## src/leaf_pkg.sv

```systemverilog
`default_nettype none

package leaf_pkg;

    // ************************************************************************
    // tree packet layout
    // ************************************************************************
    localparam int packet_bits  = 49;
    localparam int payload_bits = 32;
    localparam int leaf_bits    = 5;
    localparam int port_bits    = 4;
    localparam int seq_bits     = 7;

    localparam int valid_pos  = 48;
    localparam int leaf_lo    = 43;
    localparam int port_lo    = 39;
    localparam int seq_lo     = 32;
    localparam int payload_lo = 0;

    localparam int num_in_ports  = 4;
    localparam int num_out_ports = 2;

    // ************************************************************************
    // configuration packets
    // ************************************************************************
    localparam int cfg_port    = 0;
    // 0 picks output 1, 1 picks output 2
    localparam int cfg_sel_bit = 0;
    localparam int cfg_leaf_lo = 8;
    localparam int cfg_port_lo = 16;

endpackage

`default_nettype wire

```

## src/leaf_depacketizer.sv

```systemverilog
`timescale 1ns/1ps
`default_nettype none

module leaf_depacketizer import leaf_pkg::*; #(
    parameter int leaf_id = 3
) (
    input  wire                     clk,
    input  wire                     rst_n,
    input  wire [packet_bits-1:0]   pkt_in,
    output logic [num_in_ports-1:0] in_we,
    output logic [payload_bits-1:0] in_data,
    output logic                    cfg_we,
    output logic                    cfg_sel,
    output logic [payload_bits-1:0] cfg_data
);

    logic                    hit;
    logic [port_bits-1:0]    port;
    logic [payload_bits-1:0] payload_q;

    // only packets for this leaf are taken
    assign hit  = pkt_in[valid_pos] &&
                  (pkt_in[leaf_lo +: leaf_bits] == leaf_bits'(leaf_id));
    assign port = pkt_in[port_lo +: port_bits];

    always_ff @(posedge clk) begin
        if (!rst_n) begin
            in_we  <= '0;
            cfg_we <= 1'b0;
        end else begin
            in_we  <= '0;
            cfg_we <= 1'b0;
            if (hit) begin
                if (port == port_bits'(cfg_port)) begin
                    cfg_we <= 1'b1;
                end
                // ports 1..4 feed the input FIFOs, anything else is dropped
                for (int i = 0; i < num_in_ports; i++) begin
                    if (port == port_bits'(i + 1)) begin
                        in_we[i] <= 1'b1;
                    end
                end
            end
        end
    end

    always_ff @(posedge clk) begin
        payload_q <= pkt_in[payload_lo +: payload_bits];
    end

    assign in_data  = payload_q;
    assign cfg_data = payload_q;
    assign cfg_sel  = payload_q[cfg_sel_bit];

endmodule

`default_nettype wire

```

## src/leaf_fifo.sv

```systemverilog
`timescale 1ns/1ps
`default_nettype none

module leaf_fifo #(
    parameter type entry_t = logic [31:0],
    parameter int  depth   = 16
) (
    input  wire    clk,
    input  wire    rst_n,
    input  wire    wr_en,
    input  entry_t wr_data,
    input  wire    rd_en,
    output entry_t rd_data,
    output logic   empty,
    output logic   full
);

    localparam int addr_bits  = (depth > 1) ? $clog2(depth) : 1;
    localparam int count_bits = $clog2(depth + 1);

    entry_t                mem [depth];
    logic [addr_bits-1:0]  wr_ptr;
    logic [addr_bits-1:0]  rd_ptr;
    logic [count_bits-1:0] count;
    logic                  do_wr;
    logic                  do_rd;

    assign do_wr = wr_en && !full;
    assign do_rd = rd_en && !empty;

    assign empty   = (count == '0);
    assign full    = (count == count_bits'(depth));
    // show-ahead, head entry always visible
    assign rd_data = mem[rd_ptr];

    always_ff @(posedge clk) begin
        if (do_wr) begin
            mem[wr_ptr] <= wr_data;
        end
    end

    always_ff @(posedge clk) begin
        if (!rst_n) begin
            wr_ptr <= '0;
            rd_ptr <= '0;
            count  <= '0;
        end else begin
            if (do_wr) begin
                wr_ptr <= (wr_ptr == addr_bits'(depth - 1)) ? '0 : wr_ptr + 1'b1;
            end
            if (do_rd) begin
                rd_ptr <= (rd_ptr == addr_bits'(depth - 1)) ? '0 : rd_ptr + 1'b1;
            end
            if (do_wr && !do_rd) begin
                count <= count + 1'b1;
            end else if (do_rd && !do_wr) begin
                count <= count - 1'b1;
            end
        end
    end

endmodule

`default_nettype wire

```

## src/leaf_i4o2.sv

```systemverilog
`timescale 1ns/1ps
`default_nettype none

module leaf_i4o2 import leaf_pkg::*; #(
    parameter int leaf_id    = 3,
    parameter int fifo_depth = 16
) (
    input  wire                    clk,
    input  wire                    rst_n,
    input  wire                    ap_start,
    input  wire                    resend,
    input  wire [packet_bits-1:0]  din_leaf_bft2interface,
    output logic [packet_bits-1:0] dout_leaf_interface2bft
);

    logic [payload_bits-1:0] d2u_1, d2u_2, d2u_3, d2u_4;
    logic                    vld_i2u_1, vld_i2u_2, vld_i2u_3, vld_i2u_4;
    logic                    ack_u2i_1, ack_u2i_2, ack_u2i_3, ack_u2i_4;
    logic [payload_bits-1:0] u2d_1, u2d_2;
    logic                    vld_u2i_1, vld_u2i_2;
    logic                    ack_i2u_1, ack_i2u_2;
    logic                    reset_ap_start_user;
    logic [packet_bits-1:0]  pkt_raw;

    // nothing leaves toward the tree during resend
    assign dout_leaf_interface2bft = resend ? '0 : pkt_raw;

    leaf_interface #(
        .leaf_id    (leaf_id),
        .fifo_depth (fifo_depth)
    ) u_leaf_interface (
        .clk                        (clk),
        .rst_n                      (rst_n),
        .ap_start                   (ap_start),
        .resend                     (resend),
        .din_leaf_bft2interface     (din_leaf_bft2interface),
        .dout_leaf_interface2bft    (pkt_raw),
        .dout_leaf_interface2user_1 (d2u_1),
        .dout_leaf_interface2user_2 (d2u_2),
        .dout_leaf_interface2user_3 (d2u_3),
        .dout_leaf_interface2user_4 (d2u_4),
        .vld_interface2user_1       (vld_i2u_1),
        .vld_interface2user_2       (vld_i2u_2),
        .vld_interface2user_3       (vld_i2u_3),
        .vld_interface2user_4       (vld_i2u_4),
        .ack_user2interface_1       (ack_u2i_1),
        .ack_user2interface_2       (ack_u2i_2),
        .ack_user2interface_3       (ack_u2i_3),
        .ack_user2interface_4       (ack_u2i_4),
        .din_leaf_user2interface_1  (u2d_1),
        .din_leaf_user2interface_2  (u2d_2),
        .vld_user2interface_1       (vld_u2i_1),
        .vld_user2interface_2       (vld_u2i_2),
        .ack_interface2user_1       (ack_i2u_1),
        .ack_interface2user_2       (ack_i2u_2),
        .reset_ap_start_user        (reset_ap_start_user)
    );

    user_kernel u_user_kernel (
        .clk                        (clk),
        .rst_n                      (reset_ap_start_user),
        .dout_leaf_interface2user_1 (d2u_1),
        .dout_leaf_interface2user_2 (d2u_2),
        .dout_leaf_interface2user_3 (d2u_3),
        .dout_leaf_interface2user_4 (d2u_4),
        .vld_interface2user_1       (vld_i2u_1),
        .vld_interface2user_2       (vld_i2u_2),
        .vld_interface2user_3       (vld_i2u_3),
        .vld_interface2user_4       (vld_i2u_4),
        .ack_user2interface_1       (ack_u2i_1),
        .ack_user2interface_2       (ack_u2i_2),
        .ack_user2interface_3       (ack_u2i_3),
        .ack_user2interface_4       (ack_u2i_4),
        .din_leaf_user2interface_1  (u2d_1),
        .din_leaf_user2interface_2  (u2d_2),
        .vld_user2interface_1       (vld_u2i_1),
        .vld_user2interface_2       (vld_u2i_2),
        .ack_interface2user_1       (ack_i2u_1),
        .ack_interface2user_2       (ack_i2u_2)
    );

endmodule

`default_nettype wire

```

## src/leaf_interface.sv

```systemverilog
`timescale 1ns/1ps
`default_nettype none

module leaf_interface import leaf_pkg::*; #(
    parameter int leaf_id    = 3,
    parameter int fifo_depth = 16
) (
    input  wire                     clk,
    input  wire                     rst_n,
    input  wire                     ap_start,
    input  wire                     resend,
    input  wire [packet_bits-1:0]   din_leaf_bft2interface,
    output logic [packet_bits-1:0]  dout_leaf_interface2bft,
    output logic [payload_bits-1:0] dout_leaf_interface2user_1,
    output logic [payload_bits-1:0] dout_leaf_interface2user_2,
    output logic [payload_bits-1:0] dout_leaf_interface2user_3,
    output logic [payload_bits-1:0] dout_leaf_interface2user_4,
    output logic                    vld_interface2user_1,
    output logic                    vld_interface2user_2,
    output logic                    vld_interface2user_3,
    output logic                    vld_interface2user_4,
    input  wire                     ack_user2interface_1,
    input  wire                     ack_user2interface_2,
    input  wire                     ack_user2interface_3,
    input  wire                     ack_user2interface_4,
    input  wire [payload_bits-1:0]  din_leaf_user2interface_1,
    input  wire [payload_bits-1:0]  din_leaf_user2interface_2,
    input  wire                     vld_user2interface_1,
    input  wire                     vld_user2interface_2,
    output logic                    ack_interface2user_1,
    output logic                    ack_interface2user_2,
    output logic                    reset_ap_start_user
);

    logic [num_in_ports-1:0]  in_we;
    logic [num_in_ports-1:0]  in_rd;
    logic [num_in_ports-1:0]  in_empty;
    logic [payload_bits-1:0]  in_data;
    logic [payload_bits-1:0]  in_q [num_in_ports];
    logic                     cfg_we;
    logic                     cfg_sel;
    logic [payload_bits-1:0]  cfg_data;
    logic [leaf_bits-1:0]     dest_leaf_1;
    logic [leaf_bits-1:0]     dest_leaf_2;
    logic [port_bits-1:0]     dest_port_1;
    logic [port_bits-1:0]     dest_port_2;
    logic [num_out_ports-1:0] out_rd;
    logic [payload_bits-1:0]  out_q_1;
    logic [payload_bits-1:0]  out_q_2;
    logic                     out_empty_1;
    logic                     out_empty_2;
    logic                     out_full_1;
    logic                     out_full_2;

    leaf_depacketizer #(
        .leaf_id (leaf_id)
    ) u_depacketizer (
        .clk      (clk),
        .rst_n    (rst_n),
        .pkt_in   (din_leaf_bft2interface),
        .in_we    (in_we),
        .in_data  (in_data),
        .cfg_we   (cfg_we),
        .cfg_sel  (cfg_sel),
        .cfg_data (cfg_data)
    );

    // ************************************************************************
    // input side, one FIFO per user port
    // ************************************************************************
    for (genvar i = 0; i < num_in_ports; i++) begin : g_in_fifo
        leaf_fifo #(
            .entry_t (logic [payload_bits-1:0]),
            .depth   (fifo_depth)
        ) u_fifo (
            .clk     (clk),
            .rst_n   (rst_n),
            .wr_en   (in_we[i]),
            .wr_data (in_data),
            .rd_en   (in_rd[i]),
            .rd_data (in_q[i]),
            .empty   (in_empty[i]),
            .full    ()
        );
    end

    assign in_rd = {ack_user2interface_4, ack_user2interface_3,
                    ack_user2interface_2, ack_user2interface_1} & ~in_empty;

    assign vld_interface2user_1 = !in_empty[0];
    assign vld_interface2user_2 = !in_empty[1];
    assign vld_interface2user_3 = !in_empty[2];
    assign vld_interface2user_4 = !in_empty[3];

    assign dout_leaf_interface2user_1 = in_q[0];
    assign dout_leaf_interface2user_2 = in_q[1];
    assign dout_leaf_interface2user_3 = in_q[2];
    assign dout_leaf_interface2user_4 = in_q[3];

    leaf_route_table u_route_table (
        .clk         (clk),
        .rst_n       (rst_n),
        .cfg_we      (cfg_we),
        .cfg_sel     (cfg_sel),
        .cfg_data    (cfg_data),
        .dest_leaf_1 (dest_leaf_1),
        .dest_leaf_2 (dest_leaf_2),
        .dest_port_1 (dest_port_1),
        .dest_port_2 (dest_port_2)
    );

    // ************************************************************************
    // output side, kernel results waiting for the packetizer
    // ************************************************************************
    assign ack_interface2user_1 = !out_full_1;
    assign ack_interface2user_2 = !out_full_2;

    leaf_fifo #(
        .entry_t (logic [payload_bits-1:0]),
        .depth   (fifo_depth)
    ) u_out_fifo_1 (
        .clk     (clk),
        .rst_n   (rst_n),
        .wr_en   (vld_user2interface_1 && ack_interface2user_1),
        .wr_data (din_leaf_user2interface_1),
        .rd_en   (out_rd[0]),
        .rd_data (out_q_1),
        .empty   (out_empty_1),
        .full    (out_full_1)
    );

    leaf_fifo #(
        .entry_t (logic [payload_bits-1:0]),
        .depth   (fifo_depth)
    ) u_out_fifo_2 (
        .clk     (clk),
        .rst_n   (rst_n),
        .wr_en   (vld_user2interface_2 && ack_interface2user_2),
        .wr_data (din_leaf_user2interface_2),
        .rd_en   (out_rd[1]),
        .rd_data (out_q_2),
        .empty   (out_empty_2),
        .full    (out_full_2)
    );

    leaf_packetizer u_packetizer (
        .clk         (clk),
        .rst_n       (rst_n),
        .resend      (resend),
        .out_data_1  (out_q_1),
        .out_data_2  (out_q_2),
        .out_empty_1 (out_empty_1),
        .out_empty_2 (out_empty_2),
        .out_rd      (out_rd),
        .dest_leaf_1 (dest_leaf_1),
        .dest_leaf_2 (dest_leaf_2),
        .dest_port_1 (dest_port_1),
        .dest_port_2 (dest_port_2),
        .pkt_out     (dout_leaf_interface2bft)
    );

    // kernel stays in reset until ap_start, then never again
    always_ff @(posedge clk) begin
        if (!rst_n) begin
            reset_ap_start_user <= 1'b0;
        end else if (ap_start) begin
            reset_ap_start_user <= 1'b1;
        end
    end

endmodule

`default_nettype wire

```

## src/leaf_packetizer.sv

```systemverilog
`timescale 1ns/1ps
`default_nettype none

module leaf_packetizer import leaf_pkg::*; (
    input  wire                      clk,
    input  wire                      rst_n,
    input  wire                      resend,
    input  wire [payload_bits-1:0]   out_data_1,
    input  wire [payload_bits-1:0]   out_data_2,
    input  wire                      out_empty_1,
    input  wire                      out_empty_2,
    output logic [num_out_ports-1:0] out_rd,
    input  wire [leaf_bits-1:0]      dest_leaf_1,
    input  wire [leaf_bits-1:0]      dest_leaf_2,
    input  wire [port_bits-1:0]      dest_port_1,
    input  wire [port_bits-1:0]      dest_port_2,
    output logic [packet_bits-1:0]   pkt_out
);

    logic                   take;
    logic                   sel_2;
    logic                   last_1;
    logic [seq_bits-1:0]    seq_1;
    logic [seq_bits-1:0]    seq_2;
    logic [packet_bits-1:0] pkt_next;

    // ************************************************************************
    // round-robin pick, held off completely during resend
    // ************************************************************************
    always_comb begin
        take  = 1'b0;
        sel_2 = 1'b0;
        if (!resend) begin
            if (!out_empty_2 && (last_1 || out_empty_1)) begin
                take  = 1'b1;
                sel_2 = 1'b1;
            end else if (!out_empty_1) begin
                take = 1'b1;
            end
        end
    end

    assign out_rd = {take && sel_2, take && !sel_2};

    always_comb begin
        pkt_next                               = '0;
        pkt_next[valid_pos]                    = 1'b1;
        pkt_next[leaf_lo +: leaf_bits]         = sel_2 ? dest_leaf_2 : dest_leaf_1;
        pkt_next[port_lo +: port_bits]         = sel_2 ? dest_port_2 : dest_port_1;
        pkt_next[seq_lo +: seq_bits]           = sel_2 ? seq_2 : seq_1;
        pkt_next[payload_lo +: payload_bits]   = sel_2 ? out_data_2 : out_data_1;
    end

    always_ff @(posedge clk) begin
        if (!rst_n) begin
            pkt_out <= '0;
            last_1  <= 1'b0;
            seq_1   <= '0;
            seq_2   <= '0;
        end else begin
            pkt_out <= take ? pkt_next : '0;
            if (take) begin
                last_1 <= !sel_2;
                // sequence counts wrap per output port
                if (sel_2) begin
                    seq_2 <= seq_2 + 1'b1;
                end else begin
                    seq_1 <= seq_1 + 1'b1;
                end
            end
        end
    end

endmodule

`default_nettype wire

```

## src/leaf_route_table.sv

```systemverilog
`timescale 1ns/1ps
`default_nettype none

module leaf_route_table import leaf_pkg::*; (
    input  wire                     clk,
    input  wire                     rst_n,
    input  wire                     cfg_we,
    input  wire                     cfg_sel,
    input  wire [payload_bits-1:0]  cfg_data,
    output logic [leaf_bits-1:0]    dest_leaf_1,
    output logic [leaf_bits-1:0]    dest_leaf_2,
    output logic [port_bits-1:0]    dest_port_1,
    output logic [port_bits-1:0]    dest_port_2
);

    logic [leaf_bits-1:0] new_leaf;
    logic [port_bits-1:0] new_port;

    assign new_leaf = cfg_data[cfg_leaf_lo +: leaf_bits];
    assign new_port = cfg_data[cfg_port_lo +: port_bits];

    always_ff @(posedge clk) begin
        if (!rst_n) begin
            dest_leaf_1 <= '0;
            dest_leaf_2 <= '0;
            dest_port_1 <= '0;
            dest_port_2 <= '0;
        end else if (cfg_we) begin
            if (cfg_sel) begin
                dest_leaf_2 <= new_leaf;
                dest_port_2 <= new_port;
            end else begin
                dest_leaf_1 <= new_leaf;
                dest_port_1 <= new_port;
            end
        end
    end

endmodule

`default_nettype wire

```

## src/user_kernel.sv

```systemverilog
`timescale 1ns/1ps
`default_nettype none

module user_kernel import leaf_pkg::*; (
    input  wire                     clk,
    input  wire                     rst_n,
    input  wire [payload_bits-1:0]  dout_leaf_interface2user_1,
    input  wire [payload_bits-1:0]  dout_leaf_interface2user_2,
    input  wire [payload_bits-1:0]  dout_leaf_interface2user_3,
    input  wire [payload_bits-1:0]  dout_leaf_interface2user_4,
    input  wire                     vld_interface2user_1,
    input  wire                     vld_interface2user_2,
    input  wire                     vld_interface2user_3,
    input  wire                     vld_interface2user_4,
    output logic                    ack_user2interface_1,
    output logic                    ack_user2interface_2,
    output logic                    ack_user2interface_3,
    output logic                    ack_user2interface_4,
    output logic [payload_bits-1:0] din_leaf_user2interface_1,
    output logic [payload_bits-1:0] din_leaf_user2interface_2,
    output logic                    vld_user2interface_1,
    output logic                    vld_user2interface_2,
    input  wire                     ack_interface2user_1,
    input  wire                     ack_interface2user_2
);

    logic take_1;
    logic take_2;

    // take a pair when both are there and the result slot frees up
    // inputs stay queued while held in reset
    assign take_1 = rst_n && vld_interface2user_1 && vld_interface2user_2 &&
                    (!vld_user2interface_1 || ack_interface2user_1);
    assign take_2 = rst_n && vld_interface2user_3 && vld_interface2user_4 &&
                    (!vld_user2interface_2 || ack_interface2user_2);

    assign ack_user2interface_1 = take_1;
    assign ack_user2interface_2 = take_1;
    assign ack_user2interface_3 = take_2;
    assign ack_user2interface_4 = take_2;

    always_ff @(posedge clk) begin
        if (!rst_n) begin
            vld_user2interface_1 <= 1'b0;
            vld_user2interface_2 <= 1'b0;
        end else begin
            if (take_1) begin
                vld_user2interface_1 <= 1'b1;
            end else if (ack_interface2user_1) begin
                vld_user2interface_1 <= 1'b0;
            end
            if (take_2) begin
                vld_user2interface_2 <= 1'b1;
            end else if (ack_interface2user_2) begin
                vld_user2interface_2 <= 1'b0;
            end
        end
    end

    // lane 1 adds, lane 2 subtracts
    always_ff @(posedge clk) begin
        if (take_1) begin
            din_leaf_user2interface_1 <= dout_leaf_interface2user_1 + dout_leaf_interface2user_2;
        end
        if (take_2) begin
            din_leaf_user2interface_2 <= dout_leaf_interface2user_3 - dout_leaf_interface2user_4;
        end
    end

endmodule

`default_nettype wire
```

## config.mk

```make
export PLATFORM = sky130hd
export DESIGN_NAME = leaf_i4o2
export DESIGN_NICKNAME = d
export VERILOG_FILES = /design/src/leaf_pkg.sv /design/src/leaf_depacketizer.sv /design/src/leaf_fifo.sv /design/src/leaf_i4o2.sv /design/src/leaf_interface.sv /design/src/leaf_packetizer.sv /design/src/leaf_route_table.sv /design/src/user_kernel.sv
export SDC_FILE = /design/constraint.sdc
export NUM_CORES = 2
export LEC_CHECK = 0
export BUFFER_PORTS_ARGS = -buffer_cell sky130_fd_sc_hd__buf_4
export CAP_MARGIN = 10
export CORE_MARGIN = 4
export CORE_UTILIZATION = 40
export CTS_CLUSTER_SIZE = 40
export DETAILED_ROUTE_END_ITERATION = 7
export GPL_TIMING_DRIVEN = 1
export PLACE_DENSITY = 0.65
export SYNTH_ARGS = -nofsm -noshare
export SYNTH_HDL_FRONTEND = slang
export SYNTH_SLANG_ARGS = --single-unit
```

## constraint.sdc

```tcl
create_clock -name clk -period 7.1 [get_ports clk]
set_input_delay 1.42 -clock clk [delete_from_list [all_inputs] [get_ports clk]]
set_output_delay 1.42 -clock clk [all_outputs]
set_load 0.02 [all_outputs]
```

==> qor.yml <==
global_routing:
  grt_pass1_vias: 63200
  antenna_found_initial: 21
  grt_max_degree: 81
  grt_pass1_wl_um: 436000
  grt_overflow: 0
  track_usage_pct: 17.9
critical_path:
  crit_type: "flop to flop"
  cp.arrival_ps: 5580
  endpoint_kind: "flop"
  cp_data_required_time_ps: 7660
  critPathMaxFanout: 51
  critPathLaunchType: "flop"
clock_network:
  cts_resized: 0
  cts_setup_buffers: 0
  cts_hold_buf: 0
  numCtsBuffers: 333
  cts_max_level: 5
  clk_path_buf_depth: 4
  clk_latency_ps: 890
  cts_sinks: 3360
  tritoncts: "done"
  clockRootBuffer: "clkbuf_16"
  path_clk_slew_ps: 60
placed_design:
  gp_congestion: 0.820
  hpwl_um: 164000
  portBuffers: 94
  dp_cells: 10300
  place_area_um2: 137000
yosys:
  synth.avg_cell_area_um2: 21.8
  mappedNetlistArea_um2: 130000
  synth_commonest_cells: "3136 x edfxtp_1, 960 x mux4_2, 229 x nand2_1"
  ys_types: 68
  synth_top_area_share_pct: 72.3
  yosysWarnings: 0
  seq_area_frac_synth_pct: 75.8
  postSynthCellCount: 5975
  synthFlopType: "edfxtp_1"
  synth_most_common_cell: "edfxtp_1"
  synth_nets: 6154
  ys_top_cells_by_area: "edfxtp_1 72%, mux4_2 17%, dfxtp_1 3.4%"
  async_flop_share_pct: 0
  ys_ff_latch: 3360
  synth_edf_count: 3136
  synth_top_area_cell: "edfxtp_1"
drt:
  routedWlPerCell_um: 27.7
  vias: 60900
  drt-total-wl_um: 302000
  first_iter_violations: 7225
  vias_per_cell: 5.59
  drc: 0
  first_pass_iters: 6
  ant_nets: 0
die:
  design.core.area_um2: 324000
  dieArea_um2: 335000
  num_rows: 209
  ios: 102
  start_util_pct: 40.2
  die_height_um: 578
  die_x_um: 578
timing:
  fmax_ghz: 0.199
  fin_setup_tns_ps: 0
  setup_viol: 0
  post-route-min-period_ps: 5020
  fin_skew_ps: 67.7
  timing.slew.headroom_pct: 19.3
  drv_slew: 0
  rsz0062_at_grt: "false"
  hold_viol: 0
  worst_slew_pin_slew_ps: 1210
  finalCritPeriodShare_pct: 70.7
cells_and_area:
  area_growth_pct: 13.8
  fill_cells: 26500
  fin_cells: 10900
  final_nets: 6477
  drive_gt1_share_pct: 28.6
  fin_area_um2: 148000
  fin_util_pct: 45.7
job:
  max_cap_violations: 0
outcome:
  status: "complete, no violations"
power:
  powerDensity_nw_per_um2: 283
  ir_worst_vdd_mv: 0.215
  leakage_nw: 45.3
worst_hold_path:
  hp-class: "flop to flop"
[per-stage QoR]
stage          worst slack (ps)  power (mW)  hold WS, ps
2_1_floorplan              3090        24.1          432
3_5_place_dp               2050        25.0          454
6_report                   2080        42.0          462
5_1_grt                    1670        43.4          481
3_3_place_gp               2050        24.9          453
4_1_cts                    2050        42.3          464
[state kept, by name, indices dropped and copies added, names as in the netlist, 7 cells and up, named ones only]
name	cells
u_leaf_interface.u_out_fifo_1.mem	512
u_user_kernel.din_leaf_user2interface_1	32
u_leaf_interface.g_in_fifo.u_fifo.count	20
u_leaf_interface.u_packetizer.seq_2	7
u_leaf_interface.g_in_fifo.u_fifo.mem	2048
u_leaf_interface.g_in_fifo.u_fifo.wr_ptr	16
u_leaf_interface.g_in_fifo.u_fifo.rd_ptr	16
u_user_kernel.din_leaf_user2interface_2	32
u_leaf_interface.u_packetizer.pkt_out	49
u_leaf_interface.u_depacketizer.cfg_data	32
u_leaf_interface.u_out_fifo_2.mem	512
u_leaf_interface.u_packetizer.seq_1	7
[cells by family after synthesis]
family / share of synthesized area [%]
buffers and inverters: 1.29
flip-flops: 75.8
AND/OR/NAND/NOR: 2.37
multiplexers: 16.7
AO/OA/AOI/OAI: 1.84
adder cells (fa/ha/maj): 1.26
XOR/XNOR: 0.740
[path summary, 6_finish.rpt]
path	slack, ps	start	endpoint	cells after the start
max	2080	flop	u_user_kernel.din_leaf_user2interface_2[31]$_DFFE_PN_	12
min	460	u_leaf_interface.u_route_table.dest_leaf_2[4]$_SDFFE_PN0P_	u_leaf_interface.u_packetizer.pkt_out[47]$_SDFF_PN0_	2
max reg2reg	2080	flop	u_user_kernel.din_leaf_user2interface_2[31]$_DFFE_PN_	12
min reg2reg	460	u_leaf_interface.u_route_table.dest_leaf_2[4]$_SDFFE_PN0P_	u_leaf_interface.u_packetizer.pkt_out[47]$_SDFF_PN0_	2
[final cells by class]
class / instances / area (um^2) / share of cell area [%]
inverter: 88 / 330 / 0.223
tap: 4325 / 5410 / 3.65
multi-input combinational: 2232 / 30500 / 20.6
antenna: 6 / 15.0 / 0.0101
clock buffer: 438 / 9190 / 6.21
sequential: 3360 / 98800 / 66.7
clock inverter: 167 / 1610 / 1.09
timing repair buffer: 283 / 2290 / 1.54
[cell usage in the layout (no fill, tap or decap), types with 30 or more instances in the layout]
cell,n
edfxtp_1,3136
mux4_2,960
clkbuf_16,346
buf_4,270
nand2_1,229
dfxtp_1,168
a21oi_1,139
ha_1,118
inv_1,88
nor2b_1,87
xnor2_1,74
clkbuf_1,73
nor2_4,72
clkinv_1,67
a21o_1,56
o21ai_0,56
and2_1,50
nor2_1,49
dfxtp_2,44
clkinv_2,44
xor2_1,36
nand3_1,32
bufinv_16,31
a21boi_0,30
[layer usage]
metal | up-vias | track usage, % | part of all wire [%]
met4 | 2 | 5.16 | 2.9
met5 | - | 0 | 0.0040
met1 | 32500 | 24.7 | 40
met2 | 2485 | 28.0 | 47
li1 | 25500 | - | -
met3 | 458 | 4.93 | 9.9
[critical path, stage by stage (launching register included)]
cell and delay [ps]:
dfxtp_4 820, buf_12 460, buf_4 550, mux4_2 600, mux4_2 540, ha_1 510, nand2_1 80, o21ai_0 230
o21bai_1 200, nand3_1 110, a31oi_1 310, o41ai_2 130, xnor2_1 130
[power breakdown]
part,switching (mW),leakage [nW],total (mW),internal (mW)
Combinational,1.40,10.1,2.64,1.24
Clock,7.21,5.28,17.4,10.2
Sequential,0.246,30.0,21.9,21.6
Note: power is estimated with default switching activity, not from simulation.
